### src/id_pkg.sv
`default_nettype none

package id_pkg;

  ////////////////////////////////////////
  // Sizes and opcodes
  ////////////////////////////////////////

  localparam int unsigned XLEN           = 32;
  localparam int unsigned RF_DEPTH       = 32;
  localparam int unsigned RF_ADDR_W      = 5;
  localparam int unsigned NUM_READ_PORTS = 2;

  // Major opcodes of the RV32I subset handled by the decoder
  localparam logic [6:0] OPCODE_OP       = 7'h33;
  localparam logic [6:0] OPCODE_OPIMM    = 7'h13;
  localparam logic [6:0] OPCODE_LOAD     = 7'h03;
  localparam logic [6:0] OPCODE_STORE    = 7'h23;
  localparam logic [6:0] OPCODE_SYSTEM   = 7'h73;
  localparam logic [6:0] OPCODE_MISC_MEM = 7'h0f;

  ////////////////////////////////////////
  // Shared types
  ////////////////////////////////////////

  typedef logic [RF_ADDR_W-1:0] rf_addr_t;
  typedef logic [XLEN-1:0]      rf_data_t;

  // CSR_OP_READ is also the idle value, it has no write side effect
  typedef enum logic [1:0] {
    CSR_OP_READ  = 2'b00,
    CSR_OP_WRITE = 2'b01,
    CSR_OP_SET   = 2'b10,
    CSR_OP_CLEAR = 2'b11
  } csr_opcode_e;

  // Payload handed over from fetch
  typedef struct packed {
    logic        instr_valid;
    logic [31:0] instr;
    logic        dummy;
    logic [31:0] pc;
  } if_id_pipe_t;

  // Everything the decoder knows about one instruction
  typedef struct packed {
    logic        alu_en;
    logic        mul_en;
    logic        lsu_en;
    logic        rf_we;
    logic        ecall_insn;
    logic        ebrk_insn;
    logic        mret_insn;
    logic        wfi_insn;
    logic        fencei_insn;
    csr_opcode_e csr_op;
    logic [NUM_READ_PORTS-1:0] rf_re;
    rf_addr_t    rs1;
    rf_addr_t    rs2;
    rf_addr_t    rd;
    logic        illegal_insn;
  } decode_t;

  // Single-cycle write strobe coming back from writeback
  typedef struct packed {
    logic     we;
    logic     dummy;
    rf_addr_t waddr;
    rf_data_t wdata;
  } wb_t;

  // Level requests from the controller
  typedef struct packed {
    logic halt_id;
    logic kill_id;
  } ctrl_t;

  typedef struct packed {
    logic     valid;
    logic [31:0] pc;
    decode_t  decode;
    rf_data_t operand_a;
    rf_data_t operand_b;
  } id_ex_pipe_t;

endpackage

`default_nettype wire

### src/id_decoder.sv
`timescale 1ns/1ps
`default_nettype none

module id_decoder (
  input  wire [31:0]       instr_i,
  input  wire              instr_valid_i,
  output id_pkg::decode_t  decode_o
);

  import id_pkg::*;

  logic [2:0] funct3;
  logic [6:0] funct7;
  decode_t    dec;
  logic       illegal;

  assign funct3 = instr_i[14:12];
  assign funct7 = instr_i[31:25];

  ////////////////////////////////////////
  // Raw decode
  ////////////////////////////////////////

  always_comb begin
    dec     = '0;
    illegal = 1'b0;
    // Register fields are taken from their fixed positions for every format
    dec.rs1 = instr_i[19:15];
    dec.rs2 = instr_i[24:20];
    dec.rd  = instr_i[11:7];
    case (instr_i[6:0])
      OPCODE_OP: begin
        dec.rf_we = 1'b1;
        dec.rf_re = 2'b11;
        if (funct7 == 7'b0000001) begin
          // MUL, MULH, MULHSU and MULHU, the divides are not supported
          dec.mul_en = 1'b1;
          illegal    = funct3[2];
        end else if (funct7 == 7'b0000000) begin
          dec.alu_en = 1'b1;
        end else if (funct7 == 7'b0100000 && (funct3 == 3'b000 || funct3 == 3'b101)) begin
          // SUB and SRA
          dec.alu_en = 1'b1;
        end else begin
          illegal = 1'b1;
        end
      end
      OPCODE_OPIMM: begin
        dec.alu_en = 1'b1;
        dec.rf_we  = 1'b1;
        dec.rf_re  = 2'b01;
        // Shift immediates constrain the upper bits
        if (funct3 == 3'b001) illegal = (funct7 != 7'b0000000);
        if (funct3 == 3'b101) illegal = (funct7 != 7'b0000000) && (funct7 != 7'b0100000);
      end
      OPCODE_LOAD: begin
        dec.lsu_en = 1'b1;
        dec.rf_we  = 1'b1;
        dec.rf_re  = 2'b01;
        illegal    = (funct3 == 3'b011) || (funct3 == 3'b110) || (funct3 == 3'b111);
      end
      OPCODE_STORE: begin
        dec.lsu_en = 1'b1;
        dec.rf_re  = 2'b11;
        illegal    = (funct3 > 3'b010);
      end
      OPCODE_MISC_MEM: begin
        // Only FENCE.I is recognized here
        dec.fencei_insn = 1'b1;
        illegal         = (funct3 != 3'b001);
      end
      OPCODE_SYSTEM: begin
        if (funct3 == 3'b000) begin
          case (instr_i)
            32'h0000_0073: dec.ecall_insn = 1'b1;
            32'h0010_0073: dec.ebrk_insn  = 1'b1;
            32'h3020_0073: dec.mret_insn  = 1'b1;
            32'h1050_0073: dec.wfi_insn   = 1'b1;
            default:       illegal        = 1'b1;
          endcase
        end else begin
          // CSRRW, CSRRS and CSRRC with a register source
          dec.rf_we = 1'b1;
          dec.rf_re = 2'b01;
          case (funct3)
            3'b001:  dec.csr_op = CSR_OP_WRITE;
            3'b010:  dec.csr_op = CSR_OP_SET;
            3'b011:  dec.csr_op = CSR_OP_CLEAR;
            default: illegal    = 1'b1;
          endcase
        end
      end
      default: illegal = 1'b1;
    endcase
  end

  // Illegal or absent instructions leave only the register fields behind
  always_comb begin
    decode_o = dec;
    if (illegal || !instr_valid_i) begin
      decode_o              = '0;
      decode_o.rs1          = dec.rs1;
      decode_o.rs2          = dec.rs2;
      decode_o.rd           = dec.rd;
      decode_o.illegal_insn = illegal && instr_valid_i;
    end
  end

  always_comb begin
    if (instr_valid_i) begin
      a_instr_known : assert (!$isunknown(instr_i))
        else $error("id_decoder: valid instruction has X bits, instr %h", instr_i);
    end
    if (decode_o.illegal_insn) begin
      a_illegal_no_side_effect : assert (!(decode_o.alu_en || decode_o.mul_en ||
          decode_o.lsu_en || decode_o.rf_we || decode_o.ecall_insn || decode_o.ebrk_insn ||
          decode_o.mret_insn || decode_o.wfi_insn || decode_o.fencei_insn ||
          decode_o.csr_op != CSR_OP_READ))
        else $error("id_decoder: illegal instruction %h has a side effect", instr_i);
    end
  end

endmodule

`default_nettype wire

### src/id_operand_read.sv
`timescale 1ns/1ps
`default_nettype none

module id_operand_read (
  input  wire id_pkg::decode_t  decode_i,
  input  wire                   dummy_i,
  input  wire id_pkg::wb_t      wb_i,
  output id_pkg::rf_addr_t      rf_raddr_o [id_pkg::NUM_READ_PORTS],
  input  wire id_pkg::rf_data_t rf_rdata_i [id_pkg::NUM_READ_PORTS],
  output id_pkg::rf_data_t      operand_a_o,
  output id_pkg::rf_data_t      operand_b_o
);

  import id_pkg::*;

  rf_data_t operand [NUM_READ_PORTS];

  // Port 0 serves rs1 and port 1 serves rs2
  always_comb begin
    rf_raddr_o[0] = decode_i.rs1;
    rf_raddr_o[1] = decode_i.rs2;
  end

  ////////////////////////////////////////
  // Forwarding and the x0 rule
  ////////////////////////////////////////

  always_comb begin
    for (int unsigned p = 0; p < NUM_READ_PORTS; p++) begin
      if (rf_raddr_o[p] == '0) begin
        // Regular code sees zero, dummy code sees the stored x0 value
        operand[p] = dummy_i ? rf_rdata_i[p] : '0;
      end else if (wb_i.we && (wb_i.waddr == rf_raddr_o[p])) begin
        // Write lands in the array next cycle, so bypass it now
        operand[p] = wb_i.wdata;
      end else begin
        operand[p] = rf_rdata_i[p];
      end
    end
  end

  assign operand_a_o = operand[0];
  assign operand_b_o = operand[1];

  // x0 rules for both ports, only where the instruction really reads the register
  always_comb begin
    for (int unsigned p = 0; p < NUM_READ_PORTS; p++) begin
      if (decode_i.rf_re[p] && (rf_raddr_o[p] == '0) && !dummy_i) begin
        a_non_dummy_reads_zero : assert (operand[p] == '0)
          else $error("id_operand_read: regular read of x0 on port %0d gave %h", p, operand[p]);
      end
      if (decode_i.rf_re[p] && (rf_raddr_o[p] == '0) && dummy_i) begin
        a_dummy_reads_x0 : assert (operand[p] == rf_rdata_i[p])
          else $error("id_operand_read: dummy read of x0 on port %0d gave %h", p, operand[p]);
      end
    end
  end

endmodule

`default_nettype wire

### src/id_pipe_ctrl.sv
`timescale 1ns/1ps
`default_nettype none

module id_pipe_ctrl (
  input  wire                      clk,
  input  wire                      arst_n_i,
  input  wire id_pkg::if_id_pipe_t if_id_pipe_i,
  input  wire id_pkg::decode_t     decode_i,
  input  wire id_pkg::rf_data_t    operand_a_i,
  input  wire id_pkg::rf_data_t    operand_b_i,
  input  wire id_pkg::ctrl_t       ctrl_i,
  input  wire                      ex_ready_i,
  output logic                     id_ready_o,
  output logic                     id_valid_o,
  output id_pkg::id_ex_pipe_t      id_ex_pipe_o
);

  import id_pkg::*;

  id_ex_pipe_t id_ex_pipe_d;

  ////////////////////////////////////////
  // Handshake
  ////////////////////////////////////////

  // Kill flushes the stage, so it reports valid low but still consumes the input
  assign id_valid_o = if_id_pipe_i.instr_valid && !ctrl_i.halt_id && !ctrl_i.kill_id;

  // Halt freezes the stage unless it is also being killed
  assign id_ready_o = ctrl_i.kill_id || (!ctrl_i.halt_id && ex_ready_i);

  // Merge fetch information, decode and operands into one EX payload
  always_comb begin
    id_ex_pipe_d.valid     = id_valid_o;
    id_ex_pipe_d.pc        = if_id_pipe_i.pc;
    id_ex_pipe_d.decode    = decode_i;
    id_ex_pipe_d.operand_a = operand_a_i;
    id_ex_pipe_d.operand_b = operand_b_i;
  end

  // The ID/EX register only moves when EX can take a new item
  always_ff @(posedge clk or negedge arst_n_i) begin
    if (!arst_n_i) begin
      id_ex_pipe_o <= '0;
    end else if (ex_ready_i) begin
      id_ex_pipe_o <= id_ex_pipe_d;
    end
  end

  ////////////////////////////////////////
  // Checks
  ////////////////////////////////////////

  a_halt :
    assert property (@(posedge clk) disable iff (!arst_n_i)
                     (ctrl_i.halt_id && !ctrl_i.kill_id) |-> (!id_ready_o && !id_valid_o))
      else $error("id_pipe_ctrl: halt without kill must give ready and valid low");

  a_kill :
    assert property (@(posedge clk) disable iff (!arst_n_i)
                     ctrl_i.kill_id |-> (id_ready_o && !id_valid_o))
      else $error("id_pipe_ctrl: kill must give ready high and valid low");

  // Under back-pressure EX keeps its item untouched
  a_hold_on_stall :
    assert property (@(posedge clk) disable iff (!arst_n_i)
                     !ex_ready_i |=> $stable(id_ex_pipe_o))
      else $error("id_pipe_ctrl: ID/EX payload changed while EX was stalled");

endmodule

`default_nettype wire

### src/id_regfile.sv
`timescale 1ns/1ps
`default_nettype none

module id_regfile (
  input  wire                   clk,
  input  wire                   arst_n_i,
  input  wire id_pkg::rf_addr_t raddr_i [id_pkg::NUM_READ_PORTS],
  output id_pkg::rf_data_t      rdata_o [id_pkg::NUM_READ_PORTS],
  input  wire id_pkg::wb_t      wb_i
);

  import id_pkg::*;

  rf_data_t            regs_q [RF_DEPTH];
  logic [RF_DEPTH-1:0] we_dec;

  // One write enable per entry
  // Entry 0 only accepts writes that come from a dummy instruction
  always_comb begin
    for (int unsigned i = 0; i < RF_DEPTH; i++) begin
      we_dec[i] = wb_i.we && (wb_i.waddr == rf_addr_t'(i)) && ((i != 0) || wb_i.dummy);
    end
  end

  always_ff @(posedge clk or negedge arst_n_i) begin
    if (!arst_n_i) begin
      for (int unsigned i = 0; i < RF_DEPTH; i++) begin
        regs_q[i] <= '0;
      end
    end else begin
      for (int unsigned i = 0; i < RF_DEPTH; i++) begin
        if (we_dec[i]) begin
          regs_q[i] <= wb_i.wdata;
        end
      end
    end
  end

  // Reads are asynchronous, the same-cycle write is handled by forwarding outside
  always_comb begin
    for (int unsigned p = 0; p < NUM_READ_PORTS; p++) begin
      rdata_o[p] = regs_q[raddr_i[p]];
    end
  end

  // Writeback must never push X into the array
  a_wdata_known :
    assert property (@(posedge clk) disable iff (!arst_n_i) wb_i.we |-> !$isunknown(wb_i.wdata))
      else $error("id_regfile: write to x%0d with unknown data", wb_i.waddr);

endmodule

`default_nettype wire

### src/id_stage.sv
`timescale 1ns/1ps
`default_nettype none

module id_stage (
  input  wire                      clk,
  input  wire                      arst_n_i,
  input  wire id_pkg::if_id_pipe_t if_id_pipe_i,
  input  wire id_pkg::wb_t         wb_i,
  input  wire id_pkg::ctrl_t       ctrl_i,
  input  wire                      ex_ready_i,
  output logic                     id_ready_o,
  output logic                     id_valid_o,
  output id_pkg::id_ex_pipe_t      id_ex_pipe_o
);

  import id_pkg::*;

  decode_t  decode;
  rf_addr_t rf_raddr [NUM_READ_PORTS];
  rf_data_t rf_rdata [NUM_READ_PORTS];
  rf_data_t operand_a;
  rf_data_t operand_b;

  ////////////////////////////////////////
  // Decode and operand read in parallel
  ////////////////////////////////////////

  id_decoder u_decoder (
    .instr_i       (if_id_pipe_i.instr),
    .instr_valid_i (if_id_pipe_i.instr_valid),
    .decode_o      (decode)
  );

  // Writeback goes straight to the array and to the forwarding path
  id_regfile u_regfile (
    .clk      (clk),
    .arst_n_i (arst_n_i),
    .raddr_i  (rf_raddr),
    .rdata_o  (rf_rdata),
    .wb_i     (wb_i)
  );

  id_operand_read u_operand_read (
    .decode_i    (decode),
    .dummy_i     (if_id_pipe_i.dummy),
    .wb_i        (wb_i),
    .rf_raddr_o  (rf_raddr),
    .rf_rdata_i  (rf_rdata),
    .operand_a_o (operand_a),
    .operand_b_o (operand_b)
  );

  // Handshake and the ID/EX register
  id_pipe_ctrl u_pipe_ctrl (
    .clk          (clk),
    .arst_n_i     (arst_n_i),
    .if_id_pipe_i (if_id_pipe_i),
    .decode_i     (decode),
    .operand_a_i  (operand_a),
    .operand_b_i  (operand_b),
    .ctrl_i       (ctrl_i),
    .ex_ready_i   (ex_ready_i),
    .id_ready_o   (id_ready_o),
    .id_valid_o   (id_valid_o),
    .id_ex_pipe_o (id_ex_pipe_o)
  );

endmodule

`default_nettype wire
### config.mk
export PLATFORM = sky130hd
export DESIGN_NAME = id_stage
export DESIGN_NICKNAME = d
export VERILOG_FILES = /design/src/id_pkg.sv /design/src/id_decoder.sv /design/src/id_operand_read.sv /design/src/id_pipe_ctrl.sv /design/src/id_regfile.sv /design/src/id_stage.sv
export SDC_FILE = /design/constraint.sdc
export NUM_CORES = 2
export LEC_CHECK = 0
export BUFFER_PORTS_ARGS = -buffer_cell sky130_fd_sc_hd__buf_2
export CAP_MARGIN = 10
export CORE_MARGIN = 10
export CORE_UTILIZATION = 30
export DETAILED_ROUTE_END_ITERATION = 7
export SYNTH_ARGS = -nofsm -noshare
export SYNTH_HDL_FRONTEND = slang
export SYNTH_SLANG_ARGS = --single-unit
### constraint.sdc
create_clock -name clk -period 1.5 [get_ports clk]
set_input_delay 0.15 -clock clk [delete_from_list [all_inputs] [get_ports clk]]
set_output_delay 0.15 -clock clk [all_outputs]
set_load 0.02 [all_outputs]
* Word-level counts from Yosys, hierarchy flattened
Index checks and enable logic that the tools add are counted.
** Operators by class
- Mux-type cells :: 42
- Bitwise operators :: 2
- Reduce and logical (&&, ||, !) cells :: 61
- Magnitude comparators :: 3
- Eq/ne operators :: 53
** Operators by type and width (number)
- binary-select mux 32 bit (select 5 bit) :: 2
- 2-to-1 mux 32 bit :: 10
- equality test 5 bit (second input constant) :: 16
- logical AND 1 bit :: 41
- equality test 5 x 4 -> 1 bit (second input constant) :: 8
- equality test 32 x 21 -> 1 bit (second input constant) :: 1
- equality test 32 x 29 -> 1 bit (second input constant) :: 1
- equality test 32 x 30 -> 1 bit (second input constant) :: 1
- equality test 32 x 7 -> 1 bit (second input constant) :: 1
- 2-to-1 mux 29 bit :: 1
- equality test 7 x 6 -> 1 bit (second input constant) :: 3
- equality test 5 x 3 -> 1 bit (second input constant) :: 4
- 2-to-1 mux 1 bit :: 20
- logical NOT 5 bit :: 3
- greater-or-equal comparator 6 bit (second input constant) :: 2
- 2-to-1 mux 4 bit :: 3
- inverter 5 -> 6 bit :: 2
- case mux 2 bit (3 select lines) :: 2
- equality test 5 x 2 -> 1 bit (second input constant) :: 2
- equality test 5 bit :: 2
- equality test 3 bit (second input constant) :: 3
- equality test 7 x 1 -> 1 bit (second input constant) :: 1
- equality test 7 x 2 -> 1 bit (second input constant) :: 1
- equality test 7 x 4 -> 1 bit (second input constant) :: 1
- 19 further kinds :: 30
** Storage, ports and cells
- Output and inout port bits :: 128
- Input port bits :: 110
- Register bits :: 1150
- Word-level logic and storage cells :: 212

* Logic depth before layout (Yosys ltp)
- Depth after elaboration :: 15
- Depth in mapped cells :: 9
- Mapped depth without buffers :: 5

* Modules after synthesis
A second synthesis with hierarchy kept.
** Unflattened totals
- Cells, all modules :: 5172
- Area total of the unflattened synthesis :: 62583.8 um2
** Modules (own cells, without submodules)
- id_regfile :: times used 1, cells an instance 4610, sequential area each 25624.6 um2, area each 55748.5 um2
- id_pipe_ctrl :: times used 1, cells an instance 269, sequential area each 3153.0 um2, area each 4800.9 um2
- id_operand_read :: times used 1, cells an instance 203, sequential area each 0.0 um2, area each 1431.4 um2
- id_decoder :: times used 1, cells an instance 90, sequential area each 0.0 um2, area each 603.1 um2

* Worst setup path before layout
OpenSTA, ideal clock, no wires.
- Kind :: input port to flip-flop
- Start :: input port if_id_pipe_i[50] in the netlist's numbering
- End :: register u_pipe_ctrl.id_ex_pipe_o[60] (netlist name)
- Setup time :: 126 ps
- Buffers on the path :: 3
- Stages on the path :: 8
- Data required time :: 1374 ps
- Path slack :: -465 ps
- Arrival time :: 1839 ps
- Cell sequence :: buf_2 > buf_2 > clkbuf_1 > mux4_2 > a22oi_1 > a21boi_1 > o21a_1 > a221o_1
** On the way
- Longest elaborated chain between the ends :: 7
- Elaborated cells between the ends (all ways) :: 11
- Those cells by class :: eq/ne (1); mux (7); bitwise (1); reduce/logical (2)
** RTL lines
- from (decl) :: line id_stage.sv:7 : input wire id_pkg::if_id_pipe_t if_id_pipe_i,
- 2-to-1 mux 29 bit (*) :: line id_decoder.sv:100 : if (illegal || !instr_valid_i) begin
- inverter 5 -> 6 bit (implied by the code) :: line id_regfile.sv:42 : rdata_o[p] = regs_q[raddr_i[p]];
- binary-select mux 32 bit (select 5 bit) :: line id_regfile.sv:42
- 2-to-1 mux 32 bit (implied by the code) (2 in series) :: line id_regfile.sv:42
- 2-to-1 mux 32 bit, on equally long branches :: line id_operand_read.sv:33, id_operand_read.sv:32
- 2-to-1 mux 32 bit (*) :: line id_operand_read.sv:30 : if (rf_raddr_o[p] == '0) begin
Mark *: on every way between the ends. The rest lies on a longest branch, timed or not. The select of a mux whose other input is x is not followed.
A chain may end at the register's enable or synchronous reset.

* Worst setup path after layout
- Start :: register u_regfile.regs_q[764] in the netlist's numbering
- End :: register u_pipe_ctrl.id_ex_pipe_o[28] (netlist name)
** On the way
- Longest elaborated chain between the ends :: 5
- Elaborated cells between the ends (all ways) :: 6
- Those cells by class :: mux (6)
** RTL lines
- from (decl) :: line id_regfile.sv:14 : rf_data_t regs_q [RF_DEPTH];
- from (signal, indexed assignment) :: line id_regfile.sv:33 : regs_q[i] <= wb_i.wdata;
- binary-select mux 32 bit (select 5 bit) (*) :: line id_regfile.sv:42
- 2-to-1 mux 32 bit (implied by the code) (*) (2 in series) :: line id_regfile.sv:42
- 2-to-1 mux 32 bit, on equally long branches :: line id_operand_read.sv:33, id_operand_read.sv:32
- 2-to-1 mux 32 bit (*) :: line id_operand_read.sv:30
Marks and branches as above.

==> results.txt <==
Outcome -> finished with violations
Failing checks -> negative hold slack, negative setup slack
Setup TNS -> -13770 ps
Final Instance Area -> 0.0829 mm2
Die Width -> 466 um
Bufs and invs on worst path -> 0
Layout area overhead -> 38.9%
Crit-path cells -> mux4_2 > a221oi_4 > o221ai_2 > o211ai_1 > nand3_1
Post-synth top area share -> 48.2%
Share of cells above drive strength 1 -> 67.4%
Drt wl/cell -> 29.1 um
Max Slew Vio Count -> 0
CP Capture Type -> register
Comb pwr share -> 26.7%
All-Layer GR Usage -> 21.0%
Setup ws final -> -374 ps
H-tree lvl count -> 4
Clock sink count -> 1150
FF-to-FF Start -> u_regfile.regs_q[764]
Post-synthesis cell type count -> 67
First-pass GRT wire length -> 338000 um
RSZ-0062 raised after global routing -> yes
Via density -> 5.54
Core ar. -> 0.198 mm2
Inserted Clock Buffers -> 136
Power per Cell Area -> 1250 mW/mm2
Power share of the sequential group -> 39.9%
Min-delay src -> if_id_pipe_i[59]
Register area share after synthesis -> 48.2%
CTS clk-pin slew, worst paths -> 60 ps
Iter 0 DRT Violations -> 4011
Fin. Hold Viols -> 1
Initial antenna violation count -> 12
Hold WS -> -143 ps
Num ports -> 238
Initial Utilization -> 30.2%
Layout fillers -> 17700
Die H -> 466 um
Final nets -> 5346
Commonest non-fill, non-tap cell in the layout -> dfrtp_1
Largest delay share family, worst path -> compound AO/OA/AOI/OAI gates
WP data required -> 2150 ps
Maximum vdd drop -> 1.17 mV
Commonest non-fill, non-tap cells in the layout -> dfrtp_1, mux2_2, buf_4, mux4_2, buf_6
Die area -> 0.217 mm2
I/O Buffers -> 237
#FFs+latches synth -> 1150
Relative slew margins -> 22.9%
Critical Path Source Type -> register
Max Cap Viol -> 0
Syn_nets -> 4086
Final Cycle Share -> 125%
Root Buffer -> clkbuf_16
Psw -> 29200 uW
Final setup viols -> 114
Largest net degree at the start of global routing -> 78
Leakage -> 0.0363 uW
Number of global-route vias before repair -> 47000
Clock power share -> 33.3%
Half-perimeter wire length after placement -> 160000 um
GPL Wtd Cong -> 0.897
Placed cell areas -> 0.0743 mm2
Max Freq -> 0.534 GHz
Crit Reg-Reg Endpoint -> u_pipe_ctrl.id_ex_pipe_o[28]
Max incr delay on CP -> 510 ps
Synthesized area -> 0.0597 mm2
Cells after Synth -> 3976
Critical path class -> reg -> reg
Hold endpoint -> u_pipe_ctrl.id_ex_pipe_o[91]
Number of flops mapped to enable cells by yosys -> 0
Clk_lat worst skew -> 810 ps
Critical Path Fanout Max -> 2
TritonCTS clock tree -> yes
Worst slew pin tran -> 1150 ps
Crit path max-delay cell type -> mux4_2
Arrival time at the worst endpoint -> 2520 ps
Worst Skew -> 39.6 ps
Final Critical Period -> 1870 ps
Clock Path Buffers -> 3
DRC violations left -> 0
Sw Ratio -> 28.3%
Routed Antenna Nets -> 0
Yosys warns -> 0
Post-Route WL -> 233000 um
Worst hold path class -> in -> reg
Synth top area cells -> dfrtp_1, mux2_2, mux4_2
WHS Path Cells -> 4
# rows -> 163
Internal -> 74100 uW
Final Util -> 41.9%
Avg Inst Size Synth -> 15.0 um2
Vias post-DR -> 44200
Asr flop ratio synth -> 100%
Worst r2r path cells -> 5
Cell taking the most area after synthesis -> dfrtp_1
Synth Flop Type -> dfrtp_1
Congestion Overflow GR -> 0
R2R setup slack -> -370 ps
Iteration count of the initial detailed-routing pass -> 5
==> kinds of logic after synthesis <==
kind of cell              Yosys count  share of synthesized area (%)
AOI/OAI and AO/OA                 449                           5.71
xor gates and xnor gates           11                          0.161
buffers and inverters             427                           3.22
DFF                              1150                           48.2
muxes                            1671                           40.3
and+or+nand+nor                   268                           2.37
==> layer usage <==
metal	global-route usage [%]	wire, um	part of all wire (%)	up-vias
met5	0	52	0.022	-
met4	9.03	10800	4.6	8
met3	4.64	17400	7.5	502
met2	33.4	109000	47	1930
met1	27.4	95800	41	23700
li1	-	-	-	18100
==> repair_timing <==
| action | in CTS | in global routing |
|---|---|---|
| cloned | 0 | 0 |
| pin swaps | 158 | 65 |
| resized for setup | 477 | 134 |
| hold endpoints to repair | 1684 | 1 |
| buffers inserted | 51 | 32 |
| hold buffers | 99 | 1 |
| setup endpoints to repair | 190 | 197 |
==> how the worst max path moves through the flow <==
stage                               start                            to  cells after the start
finish              u_regfile.regs_q[764]  u_pipe_ctrl.id_ex_pipe_o[28]                      5
CTS                 u_regfile.regs_q[668]  u_pipe_ctrl.id_ex_pipe_o[28]                      5
global route        u_regfile.regs_q[668]  u_pipe_ctrl.id_ex_pipe_o[28]                      5
floorplan                if_id_pipe_i[48]  u_pipe_ctrl.id_ex_pipe_o[36]                      8
global placement         if_id_pipe_i[50]  u_pipe_ctrl.id_ex_pipe_o[37]                      7
detailed placement       if_id_pipe_i[50]  u_pipe_ctrl.id_ex_pipe_o[47]                      7
==> state kept, by name, indices dropped and copies added (netlist names) <==
signal                    count
u_regfile.regs_q           1024
u_pipe_ctrl.id_ex_pipe_o    126
==> metrics by stage <==
stage / hold slack, ps / power, uW / std cells / setup slack (ps)
2_1_floorplan: -146 / 54400 / 3976 / -315
5_1_grt: -144 / 107000 / 7986 / -469
3_5_place_dp: 66.4 / 66400 / 7565 / -827
4_1_cts: -181 / 103000 / 7955 / -299
6_report: -143 / 103000 / 7987 / -374
3_3_place_gp: 66.6 / 65700 / 7565 / -823
==> layout make-up <==
class                           instances  area [um2]  area share (%)
Tap cell                             2640        3300            3.99
Clock buffer                          205        4000            4.83
Sequential cell                      1150       28800            34.8
Multi-Input combinational cell       2399       31300            37.7
Clock inverter                         41         648           0.782
Timing Repair Buffer                 1541       14800            17.8
Antenna cell                            3        7.51         0.00906
Inverter                                8        32.5          0.0392
==> power groups by stage <==
stage | sequential (uW) | combinational, uW | clock [uW]
2_1_floorplan | 40600 | 13800 | 0
3_5_place_dp | 41300 | 25100 | 0
6_report | 41200 | 27600 | 34400
4_1_cts | 41000 | 27000 | 35000
3_3_place_gp | 41100 | 24500 | 0
5_1_grt | 41800 | 29400 | 36300
==> worst reg2reg max path, delay by kind of cell (launching register included) <==
kind / cells / cell delay (ps)
DFF: 1 / 400
AOI/OAI and AO/OA: 3 / 700
and+or+nand+nor: 1 / 120
muxes: 1 / 510
==> Yosys cell counts, drive strengths merged, types with 19 or more instances <==
cell type / count
a21boi: 32
a21oi: 43
a221o: 32
a221oi: 19
a22o: 30
a22oi: 163
buf: 172
clkbuf: 247
dfrtp: 1150
mux2: 1114
mux2i: 83
mux4: 474
nand2: 66
nand3: 78
nor2: 28
nor2b: 27
o21a: 32
No activity file was read; power rests on OpenSTA's default activity.
